`src/hdl/load_unit_settings.svh`:
```
// ------------------------------
// widths shared by the load unit RTL and its testbench
// include wherever one of the LU_ macros is needed
// ------------------------------
`ifndef LOAD_UNIT_SETTINGS_SVH
`define LOAD_UNIT_SETTINGS_SVH

// width of one data word returned by the cache
`define LU_XLEN 64

// virtual address width as seen by the issue side
`define LU_VLEN 39

// physical address width delivered by the translation lookaside buffer
`define LU_PLEN 56

// cache geometry: index comes from the untranslated page offset,
// the tag from the physical address above it
`define LU_INDEX_W 12
`define LU_TAG_W 44

// transaction id width, enough for the scoreboard entries of the core
`define LU_TID_W 3

`endif
```
`src/hdl/load_unit_pkg.sv`:
```
// ------------------------------
// types of the load path: operator, issue request, cache port, tag record
// ------------------------------
`include "load_unit_settings.svh"

package load_unit_pkg;

    // load operator as decoded by the issue stage
    typedef enum logic [2:0] {
        LB,
        LBU,
        LH,
        LHU,
        LW,
        LWU,
        LD
    } load_op_e;

    // request from the issue queue, held stable until popped
    typedef struct packed {
        logic [`LU_VLEN-1:0]  vaddr;
        logic [7:0]           be;
        logic [`LU_TID_W-1:0] trans_id;
        load_op_e             op;
    } load_req_t;

    // request towards the data cache
    // the index goes out with data_req, the tag follows with tag_valid
    typedef struct packed {
        logic                   data_req;
        logic [`LU_INDEX_W-1:0] address_index;
        logic [`LU_TAG_W-1:0]   address_tag;
        logic                   tag_valid;
        logic                   kill_req;
        logic [7:0]             data_be;
        logic [1:0]             data_size;
    } dc_req_t;

    // the returned word, read whole for the shifter and per byte for sign bits
    typedef union packed {
        logic [`LU_XLEN-1:0] word;
        logic [7:0][7:0]     lanes;
    } rdata_u;

    // response from the data cache
    typedef struct packed {
        logic   data_gnt;
        logic   data_rvalid;
        rdata_u data_rdata;
    } dc_rsp_t;

    // record of the load in flight, kept from pop until its data is back
    // is_signed and sign_lane are decoded early to keep the return path short
    typedef struct packed {
        logic [`LU_TID_W-1:0] trans_id;
        logic [2:0]           offset;
        load_op_e             op;
        logic                 is_signed;
        logic [2:0]           sign_lane;
    } tag_info_t;

    // log2 of the access size in bytes, as the cache expects it
    function automatic logic [1:0] lu_data_size(load_op_e op);
        logic [1:0] size;
        case (op)
            LD:       size = 2'b11;
            LW, LWU:  size = 2'b10;
            LH, LHU:  size = 2'b01;
            default:  size = 2'b00;
        endcase
        return size;
    endfunction

endpackage

```
`src/hdl/load_unit_top.sv`:
```
// ------------------------------
// load path of the load/store unit, connects issue queue, TLB and data cache
// request, tag and align stages are wired here
// ------------------------------
`include "load_unit_settings.svh"

module load_unit_top import load_unit_pkg::*; (
    input  logic                  clk_i,
    input  logic                  rst_ni,
    // issue queue
    input  load_req_t             load_req_i,
    input  logic                  valid_i,
    input  logic                  flush_i,
    output logic                  pop_ld_o,
    // store offset checker
    output logic [11:0]           page_offset_o,
    input  logic                  page_offset_matches_i,
    // address translation
    output logic                  translation_req_o,
    output logic [`LU_VLEN-1:0]   vaddr_o,
    input  logic                  dtlb_hit_i,
    input  logic [`LU_PLEN-1:0]   paddr_i,
    // data cache
    output dc_req_t               dc_req_o,
    input  dc_rsp_t               dc_rsp_i,
    // retire port
    output logic                  valid_o,
    output logic [`LU_TID_W-1:0]  trans_id_o,
    output logic [`LU_XLEN-1:0]   result_o
);

    logic      capture;
    tag_info_t tag_info;

    // the virtual address goes out untouched, the checker only needs the page offset
    assign vaddr_o       = load_req_i.vaddr;
    assign page_offset_o = load_req_i.vaddr[11:0];

    // ------------------------------
    // cache request fields
    // ------------------------------

    // index is not translated, it lies fully inside the page offset
    assign dc_req_o.address_index = load_req_i.vaddr[`LU_INDEX_W-1:0];
    // the tag is sampled by the cache only in the tag_valid cycle
    assign dc_req_o.address_tag   = paddr_i[`LU_TAG_W+`LU_INDEX_W-1:`LU_INDEX_W];
    assign dc_req_o.data_be       = load_req_i.be;
    assign dc_req_o.data_size     = lu_data_size(load_req_i.op);

    load_req_fsm i_load_req_fsm (
        .clk_i                 (clk_i),
        .rst_ni                (rst_ni),
        .valid_i               (valid_i),
        .flush_i               (flush_i),
        .pop_ld_o              (pop_ld_o),
        .page_offset_matches_i (page_offset_matches_i),
        .dtlb_hit_i            (dtlb_hit_i),
        .translation_req_o     (translation_req_o),
        .data_gnt_i            (dc_rsp_i.data_gnt),
        .data_rvalid_i         (dc_rsp_i.data_rvalid),
        .data_req_o            (dc_req_o.data_req),
        .tag_valid_o           (dc_req_o.tag_valid),
        .kill_req_o            (dc_req_o.kill_req),
        .capture_o             (capture),
        .valid_o               (valid_o)
    );

    load_tag_stage i_load_tag_stage (
        .clk_i      (clk_i),
        .rst_ni     (rst_ni),
        .capture_i  (capture),
        .load_req_i (load_req_i),
        .tag_o      (tag_info)
    );

    load_align i_load_align (
        .tag_i    (tag_info),
        .rdata_i  (dc_rsp_i.data_rdata),
        .result_o (result_o)
    );

    // the id retires together with the data of the load held in the tag stage
    assign trans_id_o = tag_info.trans_id;

endmodule

```
`src/hdl/load_align.sv`:
```
// ------------------------------
// align stage, moves the loaded field to bit 0 and extends it to a full word
// purely combinational on the returned data
// ------------------------------
`include "load_unit_settings.svh"

module load_align import load_unit_pkg::*; (
    input  tag_info_t           tag_i,
    input  rdata_u              rdata_i,
    output logic [`LU_XLEN-1:0] result_o
);

    logic [`LU_XLEN-1:0] shifted;
    logic                sign_bit;

    // ------------------------------
    // shift and sign select
    // ------------------------------

    // byte offset times eight, the field then starts at bit 0
    assign shifted = rdata_i.word >> {tag_i.offset, 3'b000};

    // sign comes straight from the unshifted byte lane, in parallel to the shifter
    // unsigned loads pull it to zero
    assign sign_bit = tag_i.is_signed & rdata_i.lanes[tag_i.sign_lane][7];

    // ------------------------------
    // result mux
    // ------------------------------
    always_comb begin : p_result
        case (tag_i.op)
            LW, LWU: begin
                result_o = {{(`LU_XLEN - 32){sign_bit}}, shifted[31:0]};
            end
            LH, LHU: begin
                result_o = {{(`LU_XLEN - 16){sign_bit}}, shifted[15:0]};
            end
            LB, LBU: begin
                result_o = {{(`LU_XLEN - 8){sign_bit}}, shifted[7:0]};
            end
            // a doubleword is always aligned and passes unchanged
            default: begin
                result_o = shifted;
            end
        endcase
    end

endmodule

```
`src/hdl/load_tag_stage.sv`:
```
// ------------------------------
// tag stage, keeps the popped load's id, offset and operator for the align stage
// ------------------------------
module load_tag_stage import load_unit_pkg::*; (
    input  logic      clk_i,
    input  logic      rst_ni,
    input  logic      capture_i,
    input  load_req_t load_req_i,
    output tag_info_t tag_o
);

    tag_info_t tag_d, tag_q;

    // ------------------------------
    // decode ahead of the data return
    // ------------------------------
    always_comb begin : p_decode
        tag_d.trans_id  = load_req_i.trans_id;
        tag_d.offset    = load_req_i.vaddr[2:0];
        tag_d.op        = load_req_i.op;

        // only these three extend with the top bit of the loaded field
        tag_d.is_signed = load_req_i.op inside {LB, LH, LW};

        // byte lane that holds the most significant byte of the field
        // the lane index wraps, which only happens on misaligned accesses
        case (load_req_i.op)
            LW, LWU:  tag_d.sign_lane = load_req_i.vaddr[2:0] + 3'd3;
            LH, LHU:  tag_d.sign_lane = load_req_i.vaddr[2:0] + 3'd1;
            default:  tag_d.sign_lane = load_req_i.vaddr[2:0];
        endcase
    end

    // the record changes only when the request stage pops a load
    // at most one load waits for data, so a single entry is enough
    always_ff @(posedge clk_i or negedge rst_ni) begin : p_tag
        if (!rst_ni) begin
            tag_q <= '0;
        end else if (capture_i) begin
            tag_q <= tag_d;
        end
    end

    assign tag_o = tag_q;

endmodule

```
`src/hdl/load_req_fsm.sv`:
```
// ------------------------------
// request stage of the load path, sequences index, translation and tag
// towards the data cache and decides which returned data may retire
// ------------------------------
module load_req_fsm (
    input  logic clk_i,
    input  logic rst_ni,
    // issue side
    input  logic valid_i,
    input  logic flush_i,
    output logic pop_ld_o,
    // store offset checker and translation
    input  logic page_offset_matches_i,
    input  logic dtlb_hit_i,
    output logic translation_req_o,
    // data cache handshake
    input  logic data_gnt_i,
    input  logic data_rvalid_i,
    output logic data_req_o,
    output logic tag_valid_o,
    output logic kill_req_o,
    // towards the tag stage and the retire port
    output logic capture_o,
    output logic valid_o
);

    typedef enum logic [2:0] {
        IDLE,
        WAIT_GNT,
        SEND_TAG,
        WAIT_PAGE_OFFSET,
        ABORT,
        WAIT_TRANSLATION,
        WAIT_FLUSH
    } state_e;

    state_e state_d, state_q;

    // the offset compare comes late in the cycle, so the stall uses last cycle's answer
    logic page_offset_matches_q;

    // set in the states that may start a new load
    logic accept_new;

    // ------------------------------
    // next state
    // ------------------------------
    always_comb begin : p_next_state
        state_d           = state_q;
        translation_req_o = 1'b0;
        data_req_o        = 1'b0;
        tag_valid_o       = 1'b0;
        kill_req_o        = 1'b0;
        pop_ld_o          = 1'b0;
        accept_new        = 1'b0;

        case (state_q)
            IDLE: begin
                accept_new = 1'b1;
            end

            // index and tag of the popped load are both with the cache now
            // the next load can start in this same cycle
            SEND_TAG: begin
                tag_valid_o = 1'b1;
                state_d     = IDLE;
                accept_new  = 1'b1;
            end

            // hold the request and the translation until the cache takes the index
            WAIT_GNT: begin
                translation_req_o = 1'b1;
                data_req_o        = 1'b1;
            end

            // a pending store writes to the same page offset, retry once it drained
            WAIT_PAGE_OFFSET: begin
                if (!page_offset_matches_q) begin
                    state_d = WAIT_GNT;
                end
            end

            // translation missed after the grant, so free the cache port with a kill
            ABORT: begin
                kill_req_o  = 1'b1;
                tag_valid_o = 1'b1;
                state_d     = WAIT_TRANSLATION;
            end

            // keep asking until the page table walk has filled the entry
            WAIT_TRANSLATION: begin
                translation_req_o = 1'b1;
                if (dtlb_hit_i) begin
                    state_d = WAIT_GNT;
                end
            end

            // kill whatever is outstanding in the cache and drop its data
            WAIT_FLUSH: begin
                kill_req_o  = 1'b1;
                tag_valid_o = 1'b1;
                state_d     = IDLE;
            end

            default: begin
                state_d = IDLE;
            end
        endcase

        // start a new load, translation is requested before the offset check is known
        if (accept_new && valid_i) begin
            translation_req_o = 1'b1;
            if (page_offset_matches_q) begin
                state_d = WAIT_PAGE_OFFSET;
            end else begin
                data_req_o = 1'b1;
                state_d    = WAIT_GNT;
            end
        end

        // a granted request either sends its tag next cycle or is aborted
        // on a hit the load leaves the issue queue right here
        if (data_req_o && data_gnt_i) begin
            if (dtlb_hit_i) begin
                pop_ld_o = 1'b1;
                state_d  = SEND_TAG;
            end else begin
                state_d = ABORT;
            end
        end

        // flush wins over everything and kills in the following cycle
        if (flush_i) begin
            state_d = WAIT_FLUSH;
        end
    end

    // a load popped during a flush is killed anyway and keeps the old record
    assign capture_o = pop_ld_o && !flush_i;

    // data retires unless it belongs to a request being killed right now
    assign valid_o = data_rvalid_i && (state_q != WAIT_FLUSH) && !kill_req_o;

    // ------------------------------
    // registers
    // ------------------------------
    always_ff @(posedge clk_i or negedge rst_ni) begin : p_state
        if (!rst_ni) begin
            state_q               <= IDLE;
            page_offset_matches_q <= 1'b0;
        end else begin
            state_q               <= state_d;
            page_offset_matches_q <= page_offset_matches_i;
        end
    end

endmodule

```
`config.mk`:
```
export PLATFORM = sky130hd
export DESIGN_NAME = load_unit_top
export DESIGN_NICKNAME = d
export VERILOG_FILES = /design/src/hdl/load_unit_pkg.sv /design/src/hdl/load_unit_top.sv /design/src/hdl/load_align.sv /design/src/hdl/load_tag_stage.sv /design/src/hdl/load_req_fsm.sv
export VERILOG_INCLUDE_DIRS = /design/src /design/src/hdl
export SDC_FILE = /design/constraint.sdc
export NUM_CORES = 1
export LEC_CHECK = 0
export ABC_AREA = 1
export BUFFER_PORTS_ARGS = -buffer_cell sky130_fd_sc_hd__buf_2
export CAP_MARGIN = 20
export CELL_PAD_IN_SITES_DETAIL_PLACEMENT = 1
export CELL_PAD_IN_SITES_GLOBAL_PLACEMENT = 2
export CORE_ASPECT_RATIO = 1.1
export CORE_MARGIN = 1.5
export CORE_UTILIZATION = 18
export CTS_CLUSTER_SIZE = 12
export DETAILED_ROUTE_END_ITERATION = 7
export GPL_TIMING_DRIVEN = 0
export HOLD_SLACK_MARGIN = 0.03
export PLACE_DENSITY_LB_ADDON = 0.1
export SYNTH_ARGS = -nofsm -noshare
export SYNTH_HDL_FRONTEND = slang
export SYNTH_HIERARCHICAL = 1
export SYNTH_SLANG_ARGS = --single-unit
```
`constraint.sdc`:
```
create_clock -name clk_i -period 3.02 [get_ports clk_i]
set_input_delay 0.302 -clock clk_i [delete_from_list [all_inputs] [get_ports clk_i]]
set_output_delay 0.302 -clock clk_i [all_outputs]
set_load 0.03 [all_outputs]
```
==> run_summary.xml <==
<?xml version="1.0" encoding="UTF-8"?>
<metrics>
  <group name="routing">
    <metric name="detail_route.iter0.violations" unit="">196</metric>
    <metric name="drt_first_pass_iters" unit="">4</metric>
    <metric name="drc" unit="">0</metric>
    <metric name="post_drt_via_cell_ratio" unit="">4.23</metric>
    <metric name="drt.antenna.violating_nets" unit="">0</metric>
    <metric name="avgRoutedWirePerCell" unit="µm">17.1</metric>
    <metric name="via_count" unit="">5631</metric>
    <metric name="finalWirelength" unit="mm">22.8</metric>
  </group>
  <group name="setup_path">
    <metric name="r2r-end" unit="">i_load_tag_stage/tag_o[2]</metric>
    <metric name="critical_path_required" unit="ns">2.72</metric>
    <metric name="reg2reg_slack" unit="ns">1.39</metric>
    <metric name="cp-start-kind" unit="">flip-flop</metric>
    <metric name="critPathKind" unit="">reg -&gt; out</metric>
    <metric name="cp_max_fo" unit="">10</metric>
    <metric name="register_to_register_path_depth" unit="">10</metric>
    <metric name="critPathArrivalTime" unit="ns">2.08</metric>
    <metric name="worstReg2RegStart" unit="">i_load_req_fsm/state_q[2]</metric>
    <metric name="worstSetupEndpointType" unit="">output port</metric>
  </group>
  <group name="floorplan">
    <metric name="rows" unit="">58</metric>
    <metric name="die_height" unit="µm">163</metric>
    <metric name="io_pins" unit="">371</metric>
    <metric name="floorplan.die.width" unit="µm">148</metric>
    <metric name="floorplan.die_area" unit="µm²">24100</metric>
    <metric name="floorplan.core_area" unit="µm²">22800</metric>
    <metric name="start_util" unit="%">18.3</metric>
  </group>
  <group name="hold_path">
    <metric name="min-delay-path-class" unit="">in -&gt; reg</metric>
    <metric name="min_from" unit="">page_offset_matches_i</metric>
    <metric name="timing.hold.worst_endpoint" unit="">i_load_req_fsm/page_offset_matches_q</metric>
    <metric name="hold_path_depth" unit="">1</metric>
  </group>
  <group name="final_layout">
    <metric name="nets" unit="">1212</metric>
    <metric name="post_route_cells_drive_above_1_share" unit="%">45.7</metric>
    <metric name="num-fill-cells" unit="">3133</metric>
    <metric name="area_growth" unit="%">43.8</metric>
  </group>
  <group name="timing">
    <metric name="number_of_hold_violations_in_the_final_report" unit="">0</metric>
    <metric name="rsz_0062_raised_after_global_routing" unit="">no</metric>
    <metric name="finalWorstPathRequiredPeriod" unit="ns">2.38</metric>
    <metric name="report.final.setup_viol" unit="">0</metric>
    <metric name="max_freq" unit="GHz">0.421</metric>
    <metric name="drv_slew" unit="">0</metric>
    <metric name="clock-skew-final" unit="ns">0.00331</metric>
    <metric name="slew_headroom" unit="%">43.1</metric>
    <metric name="post-route-period-util" unit="%">78.7</metric>
    <metric name="tns" unit="ns">0</metric>
    <metric name="worst_slew_pin_slew" unit="ns">0.853</metric>
  </group>
  <group name="clock_tree">
    <metric name="cts_made_buffers" unit="">3</metric>
    <metric name="clock-root-buffer" unit="">sky130_fd_sc_hd__clkbuf_16</metric>
    <metric name="cts.path.max_buffers" unit="">2</metric>
    <metric name="cts_num_sinks" unit="">16</metric>
    <metric name="tritoncts" unit="">done</metric>
    <metric name="clk-insertion-delay-late" unit="ns">0.25</metric>
    <metric name="clk_transition_reported_paths" unit="ns">0.05</metric>
    <metric name="h-tree-depth" unit="">1</metric>
  </group>
  <group name="global_route">
    <metric name="initial_antenna_violation_count" unit="">1</metric>
    <metric name="grt_pass1_wl" unit="mm">33.2</metric>
    <metric name="grt_pass1_vias" unit="">5661</metric>
    <metric name="largest_net_degree_at_the_start_of_global_routing" unit="">17</metric>
    <metric name="grt_overflow" unit="">0</metric>
    <metric name="track_usage" unit="%">18.0</metric>
  </group>
  <group name="placement">
    <metric name="hpwl" unit="mm">19.0</metric>
    <metric name="port_buffers" unit="">270</metric>
    <metric name="routabilityCongestion" unit="">0.781</metric>
  </group>
  <group name="power_and_ir_drop">
    <metric name="leakagePower" unit="nW">3.73</metric>
    <metric name="total_power" unit="mW">4.70</metric>
    <metric name="power_density" unit="nW/µm²">783</metric>
    <metric name="ir_worst_vdd" unit="µV">238</metric>
  </group>
  <group name="synth">
    <metric name="gate_count_post_synth" unit="">754</metric>
    <metric name="synth_area" unit="µm²">4180</metric>
    <metric name="post_synth.cell_area_avg" unit="µm²">5.54</metric>
    <metric name="synthesis.yosys.warnings" unit="">6</metric>
    <metric name="syn_nets" unit="">936</metric>
  </group>
  <group name="run">
    <metric name="max_cap_viol_count" unit="">0</metric>
  </group>
  <group name="run_status">
    <metric name="outcome" unit="">finished clean</metric>
  </group>
</metrics>
cells in the final DEF, fill, tap and decap left out:
cell and n:
sky130_fd_sc_hd__nand3_2 3, sky130_fd_sc_hd__a21oi_2 2, sky130_fd_sc_hd__a31oi_1 1, sky130_fd_sc_hd__nor2_1 23, sky130_fd_sc_hd__or2_0 1, sky130_fd_sc_hd__dlygate4sd3_1 1, sky130_fd_sc_hd__nand2_4 2, sky130_fd_sc_hd__and2_1 3
sky130_fd_sc_hd__buf_1 3, sky130_fd_sc_hd__nor2_4 1, sky130_fd_sc_hd__clkbuf_8 1, sky130_fd_sc_hd__nand2_1 303, sky130_fd_sc_hd__diode_2 1, sky130_fd_sc_hd__nand4_4 2, sky130_fd_sc_hd__clkbuf_1 7, sky130_fd_sc_hd__nand2_2 19
sky130_fd_sc_hd__o21ai_2 3, sky130_fd_sc_hd__buf_6 10, sky130_fd_sc_hd__or2_2 1, sky130_fd_sc_hd__o21ai_1 5, sky130_fd_sc_hd__o21ai_0 34, sky130_fd_sc_hd__nand3b_2 1, sky130_fd_sc_hd__inv_2 7, sky130_fd_sc_hd__nand4_2 1
sky130_fd_sc_hd__fa_1 1, sky130_fd_sc_hd__o21a_1 1, sky130_fd_sc_hd__a21oi_1 19, sky130_fd_sc_hd__buf_2 291, sky130_fd_sc_hd__nand3_1 92, sky130_fd_sc_hd__clkbuf_16 3, sky130_fd_sc_hd__o211ai_1 6, sky130_fd_sc_hd__inv_1 31
sky130_fd_sc_hd__buf_4 120, sky130_fd_sc_hd__dfrtp_1 16, sky130_fd_sc_hd__inv_6 1, sky130_fd_sc_hd__nand3b_1 1, sky130_fd_sc_hd__a22o_1 1, sky130_fd_sc_hd__nor2_2 2, sky130_fd_sc_hd__nand4_1 10
power breakdown:
group	internal (mW)	switching [mW]
sequential	0.272	0.0598
combinational	1.15	2.94
clock	0.201	0.0836
critical path: stages (launching register included):
cell and delay, ns:
sky130_fd_sc_hd__dfrtp_1 0.37, sky130_fd_sc_hd__buf_2 0.17, sky130_fd_sc_hd__inv_1 0.15, sky130_fd_sc_hd__buf_1 0.55, sky130_fd_sc_hd__nand2_1 0.22, sky130_fd_sc_hd__nand3_1 0.12
sky130_fd_sc_hd__nand2_1 0.05, sky130_fd_sc_hd__buf_2 0.19
worst max path at each step:
stage	end	start	cells after the start	slack, ns
2_1_floorplan	result_o[7]	i_load_tag_stage/tag_o[7]	8	1.40
3_3_place_gp	result_o[14]	i_load_tag_stage/tag_o[9]	7	0.87
3_5_place_dp	result_o[14]	i_load_tag_stage/tag_o[9]	7	0.88
4_1_cts	result_o[14]	i_load_tag_stage/tag_o[9]	7	0.62
5_1_grt	result_o[16]	i_load_tag_stage/tag_o[7]	9	0.49
6_report	result_o[15]	i_load_tag_stage/tag_o[9]	7	0.64
area by class of cell:
cell class                      count  area (µm²)  share of cell area [%]
Inverter                           39         151                    2.52
Antenna cell                        1        2.50                  0.0417
Sequential cell                    16         400                    6.67
Timing Repair Buffer              271        1360                    22.7
Multi-Input combinational cell    538        2470                    41.1
Clock buffer                        4        88.8                    1.48
Buffer                            161        1160                    19.3
Tap cell                          300         375                    6.25
flip-flops by register name, indices dropped and copies added, names as in the netlist:
name                                  count
i_load_req_fsm/page_offset_matches_q      1
i_load_req_fsm/state_q                    3
i_load_tag_stage/tag_o                   12
per-stage QoR:
stage	util, %	hold WS, ns	area [µm²]	setup WS (ns)	instances
final	26.4	0.164	6000	0.642	1330
after global routing	26.3	0.166	6000	0.494	1329
after CTS	26.3	0.159	6000	0.618	1329
after detailed placement	25.9	0.243	5900	0.882	1324
after global placement	25.9	0.248	5900	0.874	1324
after floorplan	-	0.00641	4180	1.40	754
timing repair:
action                                 CTS  global route
resized for setup                        0             0
endpoints found under the hold margin   16             0
setup buffers                            0             0
hold buffers                             1             0
routing by layer:
layer	wire length (µm)	global-route usage (%)	vias to the layer above
met5	0	0	-
met4	230	2.57	0
met2	11900	33.5	158
met1	9490	22.6	2631
met3	1150	1.68	11
li1	-	-	2831
(Power assumes the default switching activity.)
